--- config.mk ---
export PLATFORM = sky130hd
export DESIGN_NAME = spi_master
export DESIGN_NICKNAME = d
export VERILOG_FILES = /design/src/hdl/emesh_pkg.sv /design/src/hdl/spi_pkg.sv /design/src/hdl/spi_tx_fifo.sv /design/src/hdl/spi_master_io.sv /design/src/hdl/spi_master_regs.sv /design/src/hdl/spi_master.sv
export SDC_FILE = /design/constraint.sdc
export NUM_CORES = 1
export LEC_CHECK = 0
export ABC_CLOCK_PERIOD_IN_PS = 4500
export BUFFER_PORTS_ARGS = -buffer_cell sky130_fd_sc_hd__buf_2
export CORE_UTILIZATION = 55
export CTS_CLUSTER_SIZE = 10
export DETAILED_ROUTE_END_ITERATION = 10
export PLACE_DENSITY = 0.91
export SLEW_MARGIN = 20
export SYNTH_ARGS = -nofsm -noshare
export SYNTH_HDL_FRONTEND = slang
export SYNTH_HIERARCHICAL = 1
export SYNTH_SLANG_ARGS = --single-unit
export TNS_END_PERCENT = 100
--- constraint.sdc ---
create_clock -name clk -period 4.5 [get_ports clk]
set_input_delay 0.45 -clock clk [delete_from_list [all_inputs] [get_ports clk]]
set_output_delay 0.45 -clock clk [all_outputs]
set_load 0.01 [all_outputs]
--- src/hdl/emesh_pkg.sv ---
//######################################################################
// mesh packet layout shared by the SPI register block and testbench
// import for field widths, packet type and field bit offsets
//######################################################################
`default_nettype none

package emesh_pkg;

   localparam int aw = 32;                // address width
   localparam int pw = 2*aw + 40;         // packet width, 104

   typedef logic [aw-1:0] addr_t;         // address or data word
   typedef logic [4:0]    ctrlmode_t;     // control mode field
   typedef logic [1:0]    datamode_t;     // data size field
   typedef logic [pw-1:0] packet_t;       // full packet vector

   //###################################################################
   // field offsets, lsb of each field
   //###################################################################
   localparam int pkt_write_bit    = 0;   // 1 = write, 0 = read
   localparam int pkt_datamode_lsb = 1;   // bits 2:1
   localparam int pkt_ctrlmode_lsb = 3;   // bits 7:3
   localparam int pkt_dstaddr_lsb  = 8;   // bits 39:8
   localparam int pkt_data_lsb     = 40;  // bits 71:40
   localparam int pkt_srcaddr_lsb  = 72;  // bits 103:72

endpackage

`default_nettype wire

--- src/hdl/spi_pkg.sv ---
//######################################################################
// SPI master register map, bit positions, FIFO sizing and FSM states
//######################################################################
`default_nettype none

package spi_pkg;

   // register offsets, decoded from address bits 5:0
   localparam logic [5:0] spi_config = 6'h00;
   localparam logic [5:0] spi_status = 6'h04;
   localparam logic [5:0] spi_clkdiv = 6'h08;
   localparam logic [5:0] spi_tx     = 6'h10;
   localparam logic [5:0] spi_rx0    = 6'h20;  // rx bits 31:0
   localparam logic [5:0] spi_rx1    = 6'h24;  // rx bits 63:32

   typedef logic [7:0]  byte_t;
   typedef logic [63:0] rxword_t;              // rx accumulator

   localparam byte_t clkdiv_default = 8'd1;    // half period = 2 clk

   // tx fifo sizing
   localparam int fifo_depth = 8;
   localparam int fifo_aw    = 3;              // address bits into storage
   typedef logic [3:0] fifo_ptr_t;             // one extra wrap bit

   // config bits
   localparam int cfg_disable  = 0;            // 1 stops new transfers
   localparam int cfg_cpol     = 2;
   localparam int cfg_cpha     = 3;
   localparam int cfg_lsbfirst = 4;

   // status bits
   localparam int st_rx_done   = 0;            // sticky
   localparam int st_busy      = 1;            // live, fsm not idle
   localparam int st_prog_full = 2;            // live, fifo level >= 4
   localparam int st_overflow  = 3;            // sticky

   typedef enum logic [1:0] {idle, setup, data, hold} spi_state_t;

   localparam logic [31:0] rd_bad_value = 32'hDEADBEEF; // unmapped read

endpackage

`default_nettype wire

--- src/hdl/spi_tx_fifo.sv ---
//######################################################################
// transmit byte FIFO, fall-through read side feeds the shift engine
//######################################################################
`timescale 1ns/1ps
`default_nettype none

module spi_tx_fifo
  (
   input  wire             clk,
   input  wire             nreset,
   input  wire             tx_push,
   input  spi_pkg::byte_t  tx_byte,
   input  wire             fifo_pop,
   output spi_pkg::byte_t  fifo_data,
   output logic            fifo_empty,
   output logic            fifo_prog_full,
   output logic            fifo_overflow
   );

   import spi_pkg::*;

   byte_t     mem [fifo_depth];
   fifo_ptr_t wr_ptr;
   fifo_ptr_t rd_ptr;
   fifo_ptr_t level;
   logic      full;
   logic      push_ok;

   assign level          = wr_ptr - rd_ptr;   // wrap bit makes this exact
   assign full           = (level == fifo_ptr_t'(fifo_depth));
   assign fifo_empty     = (wr_ptr == rd_ptr);
   assign fifo_prog_full = (level >= fifo_ptr_t'(fifo_depth/2));
   assign push_ok        = tx_push & ~full;
   assign fifo_overflow  = tx_push & full;   // push dropped

   // storage
   always_ff @(posedge clk)
      if (push_ok)
         mem[wr_ptr[fifo_aw-1:0]] <= tx_byte;

   assign fifo_data = mem[rd_ptr[fifo_aw-1:0]]; // head of queue

   always_ff @(posedge clk or negedge nreset)
      if (!nreset)
      begin
         wr_ptr <= '0;
         rd_ptr <= '0;
      end
      else
      begin
         if (push_ok)
            wr_ptr <= wr_ptr + 1'b1;
         if (fifo_pop & ~fifo_empty)
            rd_ptr <= rd_ptr + 1'b1;         // ignore pop on empty
      end

endmodule

`default_nettype wire

--- src/hdl/spi_master_io.sv ---
//######################################################################
// SPI shift engine, pulls bytes from the tx FIFO and drives the pins
//######################################################################
`timescale 1ns/1ps
`default_nettype none

module spi_master_io
  (
   input  wire                  clk,
   input  wire                  nreset,
   input  wire                  spi_en,
   input  wire                  cpol,
   input  wire                  cpha,
   input  wire                  lsbfirst,
   input  spi_pkg::byte_t       clkdiv,
   input  wire                  fifo_empty,
   input  spi_pkg::byte_t       fifo_data,
   output logic                 fifo_pop,
   output spi_pkg::spi_state_t  spi_state,
   output logic                 rx_access,
   output spi_pkg::byte_t       rx_byte,
   output logic                 sclk,
   output logic                 mosi,
   output logic                 ss,
   input  wire                  miso
   );

   import spi_pkg::*;

   spi_state_t state;
   spi_state_t state_nxt;
   byte_t      div_cnt;
   logic       tick;          // end of a half period
   logic [3:0] half_cnt;      // half periods within data
   logic       phase;         // sclk away from idle level
   logic       start;
   logic       sample;
   logic       shift;
   byte_t      tx_sr;
   byte_t      rx_sr;

   assign tick   = (state != idle) & (div_cnt == '0);
   assign start  = spi_en & ~fifo_empty & ((state == idle) | ((state == hold) & tick));
   // even half_cnt ends on leading edge, odd on trailing edge
   assign sample = tick & (state == data) & (half_cnt[0] == cpha);
   assign shift  = tick & (state == data) & (half_cnt[0] != cpha) &
                   ~(cpha & (half_cnt == '0));   // cpha 1 keeps first bit

   //###################################################################
   // state machine
   //###################################################################
   always_comb
   begin
      state_nxt = state;
      case (state)
         idle  : if (start) state_nxt = setup;
         setup : if (tick) state_nxt = data;
         data  : if (tick && half_cnt == 4'd15) state_nxt = hold;
         hold  : if (tick) state_nxt = start ? setup : idle; // back to back
         default : state_nxt = idle;
      endcase
   end

   always_ff @(posedge clk or negedge nreset)
      if (!nreset)
      begin
         state    <= idle;
         div_cnt  <= '0;
         half_cnt <= '0;
         phase    <= 1'b0;
      end
      else
      begin
         state <= state_nxt;
         if (state == idle || tick)
            div_cnt <= clkdiv;                // reload each half period
         else
            div_cnt <= div_cnt - 1'b1;
         if (state != data)
            half_cnt <= '0;
         else if (tick)
            half_cnt <= half_cnt + 1'b1;
         if (tick && state == data)
            phase <= ~phase;                  // 16 toggles, ends at 0
      end

   //###################################################################
   // data path
   //###################################################################
   always_ff @(posedge clk)
   begin
      if (start)
         tx_sr <= fifo_data;                  // first bit out at setup
      else if (shift)
         tx_sr <= lsbfirst ? {1'b0, tx_sr[7:1]} : {tx_sr[6:0], 1'b0};
      if (sample)
         rx_sr <= lsbfirst ? {miso, rx_sr[7:1]} : {rx_sr[6:0], miso};
   end

   assign fifo_pop  = start;
   assign spi_state = state;
   assign rx_access = (state == hold) & tick; // byte complete
   assign rx_byte   = rx_sr;
   assign sclk      = cpol ^ phase;
   assign mosi      = lsbfirst ? tx_sr[0] : tx_sr[7];
   assign ss        = (state == idle);       // active low select

endmodule

`default_nettype wire

--- src/hdl/spi_master_regs.sv ---
//######################################################################
// SPI master control registers, decodes mesh packets from the core
// and returns read replies one cycle after the request
//######################################################################
`timescale 1ns/1ps
`default_nettype none

module spi_master_regs
  (
   input  wire                  clk,
   input  wire                  nreset,
   input  wire                  access_in,      // request strobe
   input  emesh_pkg::packet_t   packet_in,
   output logic                 access_out,     // reply strobe
   output emesh_pkg::packet_t   packet_out,
   output logic                 spi_en,
   output logic                 cpol,
   output logic                 cpha,
   output logic                 lsbfirst,
   output spi_pkg::byte_t       clkdiv,
   output logic                 tx_push,
   output spi_pkg::byte_t       tx_byte,
   input  wire                  fifo_prog_full,
   input  wire                  fifo_overflow,
   input  spi_pkg::spi_state_t  spi_state,
   input  wire                  rx_access,
   input  spi_pkg::byte_t       rx_byte
   );

   import emesh_pkg::*;
   import spi_pkg::*;

   logic       write_in;
   datamode_t  datamode_in;
   ctrlmode_t  ctrlmode_in;
   addr_t      dstaddr_in;
   addr_t      srcaddr_in;
   addr_t      data_in;
   logic       reg_write;
   logic       reg_read;
   logic [5:0] reg_addr;
   logic       config_write;
   logic       status_write;
   logic       clkdiv_write;
   byte_t      config_reg;
   byte_t      status_reg;
   byte_t      status_nxt;
   rxword_t    rx_reg;
   addr_t      reg_rdata;
   addr_t      dstaddr_out;
   ctrlmode_t  ctrlmode_out;
   datamode_t  datamode_out;

   //###################################################################
   // packet decode
   //###################################################################
   assign write_in    = packet_in[pkt_write_bit];
   assign datamode_in = packet_in[pkt_datamode_lsb +: $bits(datamode_t)];
   assign ctrlmode_in = packet_in[pkt_ctrlmode_lsb +: $bits(ctrlmode_t)];
   assign dstaddr_in  = packet_in[pkt_dstaddr_lsb +: aw];
   assign srcaddr_in  = packet_in[pkt_srcaddr_lsb +: aw];
   assign data_in     = packet_in[pkt_data_lsb +: aw];

   assign reg_write    = access_in & write_in;
   assign reg_read     = access_in & ~write_in;
   assign reg_addr     = dstaddr_in[5:0];     // only low bits decoded
   assign config_write = reg_write & (reg_addr == spi_config);
   assign status_write = reg_write & (reg_addr == spi_status);
   assign clkdiv_write = reg_write & (reg_addr == spi_clkdiv);

   // tx writes go straight to the fifo
   assign tx_push = reg_write & (reg_addr == spi_tx);
   assign tx_byte = data_in[7:0];

   //###################################################################
   // config and clkdiv
   //###################################################################
   always_ff @(posedge clk or negedge nreset)
      if (!nreset)
         config_reg <= '0;                    // enabled, mode 0, msb first
      else if (config_write)
         config_reg <= data_in[7:0];

   assign spi_en   = ~config_reg[cfg_disable];
   assign cpol     = config_reg[cfg_cpol];
   assign cpha     = config_reg[cfg_cpha];
   assign lsbfirst = config_reg[cfg_lsbfirst];

   always_ff @(posedge clk or negedge nreset)
      if (!nreset)
         clkdiv <= clkdiv_default;
      else if (clkdiv_write)
         clkdiv <= data_in[7:0];

   //###################################################################
   // status, write wins over live update
   //###################################################################
   always_comb
   begin
      status_nxt               = '0;
      status_nxt[st_rx_done]   = rx_access | status_reg[st_rx_done];
      status_nxt[st_busy]      = (spi_state != idle);
      status_nxt[st_prog_full] = fifo_prog_full;
      status_nxt[st_overflow]  = fifo_overflow | status_reg[st_overflow];
   end

   always_ff @(posedge clk or negedge nreset)
      if (!nreset)
         status_reg <= '0;
      else if (status_write)
         status_reg <= data_in[7:0];          // clears sticky bits
      else
         status_reg <= status_nxt;

   // rx bytes shift in from the low end
   always_ff @(posedge clk)
      if (rx_access)
         rx_reg <= {rx_reg[55:0], rx_byte};

   //###################################################################
   // read reply
   //###################################################################
   always_ff @(posedge clk)
      if (reg_read)
      begin
         case (reg_addr)
            spi_config : reg_rdata <= addr_t'(config_reg);
            spi_status : reg_rdata <= addr_t'(status_reg);
            spi_clkdiv : reg_rdata <= addr_t'(clkdiv);
            spi_rx0    : reg_rdata <= rx_reg[31:0];
            spi_rx1    : reg_rdata <= rx_reg[63:32];
            default    : reg_rdata <= rd_bad_value;
         endcase
         dstaddr_out  <= srcaddr_in;          // reply goes back to sender
         ctrlmode_out <= ctrlmode_in;
         datamode_out <= datamode_in;
      end

   always_ff @(posedge clk or negedge nreset)
      if (!nreset)
         access_out <= 1'b0;
      else
         access_out <= reg_read;

   always_comb
   begin
      packet_out                                         = '0; // srcaddr 0
      packet_out[pkt_write_bit]                          = 1'b1;
      packet_out[pkt_datamode_lsb +: $bits(datamode_t)]  = datamode_out;
      packet_out[pkt_ctrlmode_lsb +: $bits(ctrlmode_t)]  = ctrlmode_out;
      packet_out[pkt_dstaddr_lsb +: aw]                  = dstaddr_out;
      packet_out[pkt_data_lsb +: aw]                     = reg_rdata;
   end

endmodule

`default_nettype wire

--- src/hdl/spi_master.sv ---
//######################################################################
// SPI master top, mesh packet port on one side and SPI pins on the other
//######################################################################
`timescale 1ns/1ps
`default_nettype none

module spi_master
  (
   input  wire                 clk,
   input  wire                 nreset,
   input  wire                 access_in,
   input  emesh_pkg::packet_t  packet_in,
   output logic                access_out,
   output emesh_pkg::packet_t  packet_out,
   output logic                sclk,
   output logic                mosi,
   output logic                ss,
   input  wire                 miso
   );

   import spi_pkg::*;

   // regs to fifo
   logic       tx_push;
   byte_t      tx_byte;
   logic       fifo_prog_full;
   logic       fifo_overflow;
   // fifo to shift engine
   logic       fifo_empty;
   byte_t      fifo_data;
   logic       fifo_pop;
   // regs and shift engine
   logic       spi_en;
   logic       cpol;
   logic       cpha;
   logic       lsbfirst;
   byte_t      clkdiv;
   spi_state_t spi_state;
   logic       rx_access;
   byte_t      rx_byte;

   spi_master_regs u_regs (.clk, .nreset, .access_in, .packet_in, .access_out,
                           .packet_out, .spi_en, .cpol, .cpha, .lsbfirst, .clkdiv,
                           .tx_push, .tx_byte, .fifo_prog_full, .fifo_overflow,
                           .spi_state, .rx_access, .rx_byte);

   spi_tx_fifo u_fifo (.clk, .nreset, .tx_push, .tx_byte, .fifo_pop, .fifo_data,
                       .fifo_empty, .fifo_prog_full, .fifo_overflow);

   spi_master_io u_io (.clk, .nreset, .spi_en, .cpol, .cpha, .lsbfirst, .clkdiv,
                       .fifo_empty, .fifo_data, .fifo_pop, .spi_state, .rx_access,
                       .rx_byte, .sclk, .mosi, .ss, .miso);

endmodule

`default_nettype wire

# Word-level counts from Yosys, hierarchy flattened
# Memory sizes are Yosys's and may differ from the RTL's.
# Index checks and enable logic that the tools add are counted.
# totals
latchBits	0
mem_bits_ro	0
wordCells	99
mem_count	1
ram_bits	64
ff_bits	199
out_inout_bits	108
# mem_list
name	words	width	read_ports	rd_ports_with_merged_regs	wr	line_no	source
u_fifo.mem	8	8	1	0	1	spi_tx_fifo.sv:22	byte_t mem [fifo_depth];
# classes
n_div	0
shifts	0
mux	18
n_addsub	5
order_cmp	1
n_eq_ne	18
n_reduce_logical	11
n_mul	0
n_bitwise	28
# ops
op	n
32-bit one-hot mux with 5 select lines	1
8-bit 2-to-1 mux	6
1-bit AND	18
4-bit by 1-bit adder with 4-bit output, second input constant	3
6-bit == test, second input constant	2
4-bit == test, second input constant	2
8-bit logical NOT	1
2-bit 2-to-1 mux	4
4-bit 2-to-1 mux	2
2-bit one-hot mux with 4 select lines	1
8-bit by 1-bit subtractor with 8-bit output, second input constant	1
6-bit by 3-bit == test with 1-bit output, second input constant	1
6-bit by 4-bit == test with 1-bit output, second input constant	1
6-bit by 5-bit == test with 1-bit output, second input constant	1
6-bit logical NOT	1
2-bit by 1-bit inequality test with 1-bit output, second input constant	3
1-bit NOT	6
2-bit nonzero test	3
2-bit == test, second input constant	2
4-bit == test	1
4-bit by 3-bit greater-or-equal comparator with 1-bit output, second input constant	1
4-bit logical NOT	1
1-bit 2-to-1 mux	4
2-bit inequality test, second input constant	2
other kinds (10)	13

# Depth between registers and ports, before layout
# Gate-level depths: netlist of run 1.
# depth
ltp_word	8
mapped_depth	11
mapped_depth_nobuf	9

# Modules after synthesis
# The synthesis of run 1 kept the hierarchy.
# modules_own_cells
module	seq_area_each_um2	instances	area_each_um2	cells_per_inst
spi_master_regs	4680.7	1	6144.6	355
spi_tx_fifo	2122.0	1	2992.9	176
spi_master_io	855.8	1	1741.7	150

# Worst setup path after synthesis of run 1
# Ideal clock, no wire load.
# synth_path
path_kind	input to register
startpoint	in packet_in[0]
endpoint	reg u_regs.ctrlmode_out[0], enable pin
slack_ps	342
t_arrival_ps	3646
cell_stages	1
setup_time_ps	511
path_cell_list	nor2b_1
# synth_between
elab_chain_len	2
# synth_lines
element	line_no	source
from (decl)	spi_master.sv:12	input emesh_pkg::packet_t packet_in,
1-bit NOT	spi_master_regs.sv:65	assign reg_read = access_in & ~write_in;
1-bit AND	spi_master_regs.sv:65	
to (signal assigned)	spi_master_regs.sv:135	ctrlmode_out <= ctrlmode_in;
to (decl)	spi_master_regs.sv:51	ctrlmode_t ctrlmode_out;
# Every way passes these cells.
# A chain may end at the register's enable or synchronous reset.

# Worst setup path in the final report of run 1
# layout_path
startpoint	reg u_fifo.rd_ptr[2]
endpoint	mem u_fifo/mem[5][0] in the netlist's numbering, enable pin
# layout_between
elab_chain_len	6
# layout_lines
element	line_no	source
from (decl)	spi_tx_fifo.sv:24	fifo_ptr_t rd_ptr;
from (signal assigned)	spi_tx_fifo.sv:54	rd_ptr <= rd_ptr + 1'b1;
4-bit subtractor	spi_tx_fifo.sv:29	assign level = wr_ptr - rd_ptr;
4-bit == test	spi_tx_fifo.sv:30	assign full = (level == fifo_ptr_t'(fifo_depth));
1-bit NOT	spi_tx_fifo.sv:33	assign push_ok = tx_push & ~full;
1-bit AND	spi_tx_fifo.sv:33	
1-bit 2-to-1 mux	spi_tx_fifo.sv:38	if (push_ok)
1-bit 2-to-1 mux (implied by the code)	spi_tx_fifo.sv:39	mem[wr_ptr[fifo_aw-1:0]] <= tx_byte;
to (decl)	spi_tx_fifo.sv:22	
# Every way passes these cells.

==> qor.yml, run 1 <==
p_per_area_mw_per_mm2: 450
synth_flop_cell: "edfxtp_1"
gp_congestion: 0.857
finalClockSkew_ns: 0.00718
path_clk_slew_ns: 0.06
hold_viol_final: 0
clock-root-buffer: "clkbuf_16"
htreeDepth: 1
area_growth_syn_to_layout_pct: 15.8
hold_start: "packet_in[95]"
leakage_nw: 4.86
grt_pass1_vias: 6110
core_sq_mm: 0.0194
numCtsBuffers: 30
rr_startpoint: "u_fifo/rd_ptr[2]$_DFFE_PN0P_"
start_util_pct: 56.1
ys_seq_elements: 263
relSlewSlack_pct: 33.0
combPwrFrac_pct: 11.0
period_minus_slack_ns: 3.24
wl_per_cell_um: 19.4
grt_setup_unrepaired: "false"
drive_gt1_share_pct: 30.5
io_buffers: 132
fp-row-count: 51
avgSynthCellArea_sq_um: 16.0
ff2ff_path_depth: 8
fill_cells: 1321
clk_latency_ns: 0.54
arrival_ns: 3.49
min_delay_worst_endpoint: "u_regs/dstaddr_out[23]$_DFFE_PP_"
clock-sinks: 263
place_hpwl_mm: 14.7
endpoint_kind: "register"
crit_fanout: 11
cp-start-kind: "register"
yosys.cell_types.count: 57
synth_edf_count: 215
grt_pass1_wl_mm: 32.7
netlist_area_sq_mm: 0.0109
drtIter0Drc: 534
final.period_utilization_pct: 72.1
crit_required_ns: 4.75
die_w_um: 143
route.met3.wl_mm: 1.66
routed_wirelength_mm: 21.6
grt_max_degree: 51
ir_drop_mv: 0.341
sw_frac_of_total_pct: 23.9
synthesis.instances: 681
drc: 0
min-delay-path-class: "in2reg"
seq_power_share_pct: 50.5
clockBufferDepth: 3
fmax_mhz: 308
drv_cap: 0
critical_path_class: "reg2reg"
pwr-share-clk_pct: 38.4
grt_overflow: 0
antenna_found_initial: 0
route.vias.total: 6101
vias_per_cell: 5.48
wl_met1_mm: 7.94
nets: 946
min_path_cells: 1
cts_tree: "yes"
timing.setup.tns_ns: 0
first_pass_iters: 5
crit_path_start: "u_fifo/rd_ptr[2]$_DFFE_PN0P_"
drv_slew: 0
power.total_mw: 5.67
dieArea_sq_mm: 0.0203
power_switching_mw: 1.36
async_flop_share_pct: 18.3
p_int_mw: 4.31
dr.max_layer_used: "met4"
final_antenna_net_count: 0
io_pins: 216
die_y_um: 143
seq_area_frac_synth_pct: 70.4
r2r_setup_slack_ns: 1.26
status: "finished clean"
r2r_end: "u_fifo/mem[5][0]$_DFFE_PP_"
worst_slew_pin_slew_ns: 1.01
yosysWarnings: 6
diodes: 0
grt_usage_pct: 21.4
setup_violations: 0
wl_met2_mm: 11.2
[per-stage QoR]
stage                     instances  hold slack, ns  setup slack [ns]  util (%)  instance area, sq um
after detailed placement       1057           0.431              1.33      60.2                 11700
after CTS                      1113          0.0535              1.29      64.8                 12600
after global routing           1114          0.0507              1.07      64.9                 12600
final                          1114          0.0718              1.26      64.9                 12600
after global placement         1057           0.424              1.44      60.2                 11700
after floorplan                 712           0.154             0.342         -                 11000
[cells by family after synthesis]
logic type	synth area share, %
AO/OA/AOI/OAI	2.73
XOR/XNOR	1.61
adder cells (fa/ha/maj)	1.50
buffers and inverters	4.49
flip-flops	70.4
multiplexers	11.9
other	0.0690
AND/OR/NAND/NOR	7.28
[placed cells by master, fill, tap and decap left out, types with 3 or more instances in the layout]
cell type,synthesis,layout
edfxtp_1,215,215
buf_2,6,131
dfrtp_1,47,47
mux2_2,47,47
nand2_1,42,42
mux2i_1,36,36
conb_1,2,33
clkbuf_16,0,31
nor2_1,31,31
clkbuf_1,14,24
o21ai_0,22,22
inv_1,20,20
mux4_2,17,17
buf_4,41,13
a21oi_1,14,13
ha_1,13,13
nand3_1,12,12
xnor2_1,10,10
xor2_1,10,10
nand4_1,7,7
nor3_1,7,7
nor4_1,6,6
or3_1,6,6
nor2b_1,5,4
nand2b_1,4,4
nor4b_1,4,3
a22oi_1,3,3
o221ai_1,3,3
[what timing repair did]
item,in CTS,in global routing
hold endpoints to repair,0,47
hold buffers,0,1
buffers inserted,0,0
gates resized for setup,0,0
[how the worst max path moves through the flow]
stage | end | slack [ns] | cells after the start
CTS | u_fifo/mem[5][0]$_DFFE_PP_ | 1.29 | 8
detailed placement | u_fifo/rd_ptr[3]$_DFFE_PN0P_ | 1.33 | 9
global placement | u_fifo/mem[4][6]$_DFFE_PP_ | 1.44 | 8
global route | u_fifo/mem[5][0]$_DFFE_PP_ | 1.07 | 8
finish | u_fifo/mem[5][0]$_DFFE_PP_ | 1.26 | 8
floorplan | u_regs/ctrlmode_out[0]$_DFFE_PP_ | 0.34 | 1
[Yosys cell counts (all sizes together) (4+ instances only)]
master / number / area, sq um
nor4: 7 / 50.1
nor4b: 6 / 82.6
nand3: 12 / 60.1
nor3: 7 / 35.0
mux4: 17 / 383
nand2b: 4 / 25.0
dfrtp: 47 / 1180
nor2: 32 / 123
nand4: 7 / 43.8
nand2: 42 / 158
xor2: 10 / 87.6
xnor2: 10 / 87.6
or3: 7 / 45.1
edfxtp: 215 / 6460
ha: 13 / 163
and2: 4 / 26.3
clkbuf: 14 / 52.6
buf: 50 / 357
mux2: 49 / 556
nor2b: 5 / 31.3
a21oi: 14 / 70.1
mux2i: 36 / 360
inv: 20 / 75.1
o21ai: 22 / 110
[area by class of cell]
| type | count | area [sq um] | share of cell area [%] |
|---|---|---|---|
| Timing Repair Buffer | 145 | 763 | 6.06 |
| Clock buffer | 55 | 866 | 6.87 |
| Tap cell | 265 | 332 | 2.63 |
| Inverter | 21 | 78.8 | 0.626 |
| Clock inverter | 1 | 30.0 | 0.238 |
| Sequential cell | 263 | 7660 | 60.8 |
| Multi-Input combinational cell | 364 | 2870 | 22.8 |
[power groups by stage]
stage / Clock (mW) / Sequential (mW) / Combinational, mW
final: 2.18 / 2.86 / 0.625
after global routing: 2.32 / 2.88 / 0.689
after CTS: 2.22 / 2.86 / 0.619
after detailed placement: 0 / 2.91 / 0.604
after global placement: 0 / 2.90 / 0.584
after floorplan: 0 / 2.90 / 0.438
[worst max-delay path, stage by stage, from the launching register on]
cell      delay [ns]
dfrtp_1         0.58
clkinv_1        0.37
ha_1            0.47
a21oi_1         0.25
and3_2          0.25
nor4_2          0.07
nand2b_1        0.33
nor4b_1         0.36
buf_4           0.24
[layer usage]
metal	vias to the layer above	track usage (%)
met5	-	0
met4	0	7.92
met3	46	4.59
met2	285	37.9
met1	3007	25.8
li1	2763	-
Power figures use the tool's default switching activity.
==> run 2: changes to the inputs <==
- ABC_CLOCK_PERIOD_IN_PS: 4500 -> 2700
- CORE_UTILIZATION: 55 -> 50
- PLACE_DENSITY: 0.91 -> 0.87
- clock period: 4.5 -> 2.7 ns (I/O delays scaled with it)
==> run 2 against run 1 <==
Power increased by 68%. Sequential power increased by 66%. Clock-buffer cell count shrank 1. Cell count up 6.0%. Core utilization down 2.5 points. Clock power grew 66%. Worst setup slack got worse by 1.1 ns. Critical path type unchanged. Largest power group unchanged.
==> qor.yml, run 2 (synthesized netlist as in run 1, its figures left out) <==
dpl_worst_slack_ns: 0.172
grt_pass1_wl_mm: 34.4
final_cell_mix: "edfxtp_1 (215), buf_2 (131), dfrtp_1 (47), mux2_2 (47), nand2_1 (42)"
drv_cap: 0
ir_drop_mv: 0.485
clk_latency_ns: 0.56
area_growth_syn_to_layout_pct: 21.4
dieArea_sq_mm: 0.0224
start_util_pct: 51.4
cpMostUsedCell: "buf_4"
clockBufferDepth: 3
crit_fanout: 8
route.vias.total: 6287
max_stage_delay_ns: 0.37
fp-row-count: 53
setup_ws_ns: 0.158
grt_setup_unrepaired: "false"
drv_slew: 0
fin_util_pct: 62.4
worst_slew_pin_slew_ns: 1.02
hold_viol_final: 0
path_clk_slew_ns: 0.06
timing.setup.tns_ns: 0
nets: 1002
cp_cell_sequence: "clkinv_1 > ha_1 > a21oi_2 > and3_2 > nor4_2 > nand2b_1 > buf_4 > nor4b_4 > buf_4"
status: "finished clean"
grt_max_degree: 52
final.period_utilization_pct: 94.2
wl_per_cell_um: 19.4
core_sq_mm: 0.0212
arrival_ns: 2.79
crit_required_ns: 2.95
drc: 0
critical_path_class: "reg2reg"
grt_overflow: 0
clock-sinks: 263
die_y_um: 150
first_pass_iters: 5
finalClockSkew_ns: 0.0261
gp_congestion: 0.817
cts_tree: "yes"
design_area_sq_mm: 0.0132
setup_violations: 0
clock-root-buffer: "clkbuf_16"
min-delay-path-class: "in2reg"
holdWs_ns: 0.0435
fmax_mhz: 393
drive_gt1_share_pct: 31.4
final_antenna_net_count: 0
die_w_um: 150
antenna_found_initial: 1
placement.cell_area_sq_mm: 0.0119
routed_wirelength_mm: 22.9
place_hpwl_mm: 14.5
grt_pass1_vias: 6287
htreeDepth: 1
drtIter0Drc: 384
period_minus_slack_ns: 2.54
crit_slowest_cell: "ha_1"
p_per_area_mw_per_mm2: 720
io_buffers: 132
numCtsBuffers: 30
mostFrequentLayoutCell: "edfxtp_1"
leakage_nw: 5.11
vias_per_cell: 5.32
endpoint_kind: "register"
grt_usage_pct: 20.4
cp-start-kind: "register"
io_pins: 216
relSlewSlack_pct: 31.5
run 2: worst paths after layout:
check	slack (ns)	from	to	depth (start not counted)
max	0.16	u_fifo/rd_ptr[2]$_DFFE_PN0P_	u_fifo/mem[4][6]$_DFFE_PP_	9
min	0.04	packet_in[45]	u_regs/status_reg[5]$_DFF_PN0_	3
max reg2reg	0.16	u_fifo/rd_ptr[2]$_DFFE_PN0P_	u_fifo/mem[4][6]$_DFFE_PP_	9
min reg2reg	0.43	u_io/rx_byte[0]$_DFFE_PP_	u_regs/rx_reg[0]$_DFFE_PP_	0
max in group asynchronous	2.01	nreset	u_regs/config_reg[3]$_DFFE_PN0P_	2
min in group asynchronous	0.28	nreset	u_io/half_cnt[3]$_DFFE_PN0P_	2
run 2: cell type report:
| type | count | area (sq um) |
|---|---|---|
| multi-input combinational | 364 | 2950 |
| antenna | 1 | 2.50 |
| inverter | 21 | 78.8 |
| sequential | 263 | 7660 |
| clock inverter | 2 | 36.3 |
| fill | 1413 | 7950 |
| tap | 275 | 344 |
| clock buffer | 54 | 841 |
| timing repair buffer | 201 | 1290 |
run 2: per-stage QoR:
stage                     std cells  total power [mW]
after global routing           1181              9.85
after detailed placement       1084              5.90
final                          1181              9.50
after floorplan                 712              5.57
after CTS                      1180              9.53
after global placement         1084              5.86
run 2: critical path: cells and delay by family, from the launching register on:
family	cells	cell delay [ns]
fa+ha+maj	1	0.37
simple gates	4	0.77
compound gates	1	0.24
buf+inv	3	0.54
flops	1	0.35
run 2: per-layer routing:
metal | GRT usage, % | up-vias | share of wire, %
li1 | - | 2879 | -
met1 | 24.9 | 3121 | 39
met2 | 37.1 | 244 | 53
met3 | 2.99 | 43 | 5.5
met4 | 6.53 | 0 | 2.9
met5 | 0 | - | 0
run 2: where the power goes:
group | total, mW | leakage (nW) | internal (mW) | switching (mW)
Sequential | 4.76 | 2.62 | 4.60 | 0.167
Clock | 3.61 | 0.414 | 2.09 | 1.52
Combinational | 1.13 | 2.07 | 0.510 | 0.618
Total | 9.50 | 5.11 | 7.20 | 2.30
run 2: timing repair:
item | CTS | global route
setup buffers | 0 | 0
hold buffers | 40 | 0
gates resized for setup | 0 | 2
endpoints found under the setup margin | 0 | 8
hold endpoints to repair | 86 | 0
==> run 3: changes to the inputs <==
- ABC_CLOCK_PERIOD_IN_PS: 2700 -> 2800
- CORE_UTILIZATION: 50 -> 55
- PLACE_DENSITY: 0.87 -> 0.91
- clock period: 2.7 -> 2.8 ns (I/O delays scaled with it)
==> run 3 against run 2 <==
Sequential share of layout area fell by 0.055 points. Fmax fell by 2.9%. Cell area barely moved. Clock-buffer cell count up 1. Sequential power shrank 3%. Cell count is 1.3% lower. Highest routed layer unchanged.
==> qor.yml, run 3 (synthesized netlist as in run 1, its figures left out) <==
status: "finished clean"
relSlewSlack_pct: 42.0
grt_usage_pct: 25.9
core_sq_mm: 0.0194
ir_drop_mv: 0.581
start_util_pct: 56.1
io_buffers: 132
gp_congestion: 0.832
crit_family: "simple AND/OR/NAND/NOR gates"
min-delay-path-class: "in2reg"
max_stage_delay_ns: 0.53
die_y_um: 143
place_hpwl_mm: 14.7
crit_slowest_cell: "or4_4"
sw_frac_of_total_pct: 25.2
cts_tree: "yes"
routed_wirelength_mm: 25.9
power.total_mw: 9.39
pwr-share-clk_pct: 38.6
setup_violations: 0
dp_cells: 1070
path_clk_slew_ns: 0.06
seq_power_share_pct: 49.2
period_minus_slack_ns: 2.62
design_area_sq_mm: 0.0132
final.period_utilization_pct: 93.5
register_area_sq_mm: 0.00766
final_cell_count_no_fill: 1166
vias_per_cell: 5.66
fp-row-count: 51
fill_cells: 1194
holdWs_ns: 0.0431
wl_per_cell_um: 22.2
cts_setup_buffers: 0
die_w_um: 143
drtIter0Drc: 713
clockBufferDepth: 3
first_pass_iters: 5
mostFrequentLayoutCell: "edfxtp_1"
hold_start: "packet_in[47]"
endpoint_kind: "register"
worst_slew_pin_slew_ns: 0.867
hold_viol_final: 0
grt_setup_unrepaired: "false"
p_int_mw: 7.02
grt_max_degree: 73
crit_required_ns: 3.23
placement.cell_area_sq_mm: 0.0119
cp_cell_sequence: "inv_1 > ha_1 > or4b_4 > or4_4 > a221oi_2 > mux2_2"
grt_pass1_vias: 6688
clk_latency_ns: 0.57
io_pins: 216
route.vias.total: 6596
clock-sinks: 263
cp-start-kind: "register"
area_growth_syn_to_layout_pct: 21.5
htreeDepth: 1
clock-root-buffer: "clkbuf_16"
critical_path_class: "reg2reg"
crit_fanout: 5
power_switching_mw: 2.37
fmax_mhz: 382
numCtsBuffers: 30
leakage_nw: 5.10
dieArea_sq_mm: 0.0203
drc: 0
grt_overflow: 0
arrival_ns: 3.05
nets: 998
p_per_area_mw_per_mm2: 710
combPwrFrac_pct: 12.2
finalClockSkew_ns: 0.0259
diodes: 0
drive_gt1_share_pct: 31.1
multi_input_area_sq_mm: 0.00297
crit_path_start: "u_io/div_cnt[0]$_DFF_PN0_"
cp_num_buf_inv: 1
antenna_found_initial: 0
final_cell_mix: "edfxtp_1 (215), buf_2 (131), dfrtp_1 (47), mux2_2 (47), nand2_1 (42)"
drv_slew: 0
final_antenna_net_count: 0
grt_pass1_wl_mm: 38.6
drv_cap: 0
rr_startpoint: "u_io/div_cnt[0]$_DFF_PN0_"
## run 3: worst paths after layout
path	cells after the start	end	slack [ns]
min in group asynchronous	2	u_io/half_cnt[2]$_DFFE_PN0P_	0.28
hold reg to reg	0	u_regs/rx_reg[43]$_DFFE_PP_	0.44
setup / recovery	6	u_io/spi_state[0]$_DFFE_PN0P_	0.18
setup reg to reg	6	u_io/spi_state[0]$_DFFE_PN0P_	0.18
max in group asynchronous	2	u_fifo/rd_ptr[3]$_DFFE_PN0P_	2.08
hold / removal	3	u_regs/status_reg[7]$_DFF_PN0_	0.04
## run 3: worst reg2reg max path: stages, from the launching register on
cell and delay, ns:
dfrtp_1 0.39, inv_1 0.10, ha_1 0.27, or4b_4 0.50, or4_4 0.53, a221oi_2 0.35
mux2_2 0.37
## run 3: layout make-up
type	count	area share (%)
flip-flops and latches	263	57.9
multi-input cells	364	22.4
repair buffers	197	9.66
clock buffers	55	6.63
well taps	265	2.51
inverters	21	0.596
clock inverters	1	0.227
## run 3: metal layers
layer / up-vias / track usage, % / part of all wire (%)
met5: - / 0 / 0
met2: 413 / 46.0 / 51
met3: 77 / 5.37 / 7.6
met4: 0 / 14.7 / 5.7
li1: 2862 / - / -
met1: 3244 / 29.2 / 36
## run 3: stage by stage
stage / worst slack [ns] / utilization, % / setup TNS (ns)
global route: 0.115 / 68.1 / 0
finish: 0.181 / 68.1 / 0
CTS: 0.205 / 68.1 / 0
global placement: 0.263 / 61.4 / 0
detailed placement: 0.214 / 61.4 / 0
floorplan: -0.00880 / - / -0.141
## run 3: what timing repair did
action,CTS,global route
resized for setup,0,0
endpoints found under the hold margin,86,0
hold buffers,40,0
## run 3: power groups by stage
stage / Sequential (mW) / Combinational (mW) / Clock [mW]
after detailed placement: 4.67 / 1.03 / 0
after global routing: 4.63 / 1.24 / 3.84
final: 4.62 / 1.15 / 3.62
after CTS: 4.60 / 1.11 / 3.61
after floorplan: 4.66 / 0.713 / 0
after global placement: 4.66 / 0.988 / 0
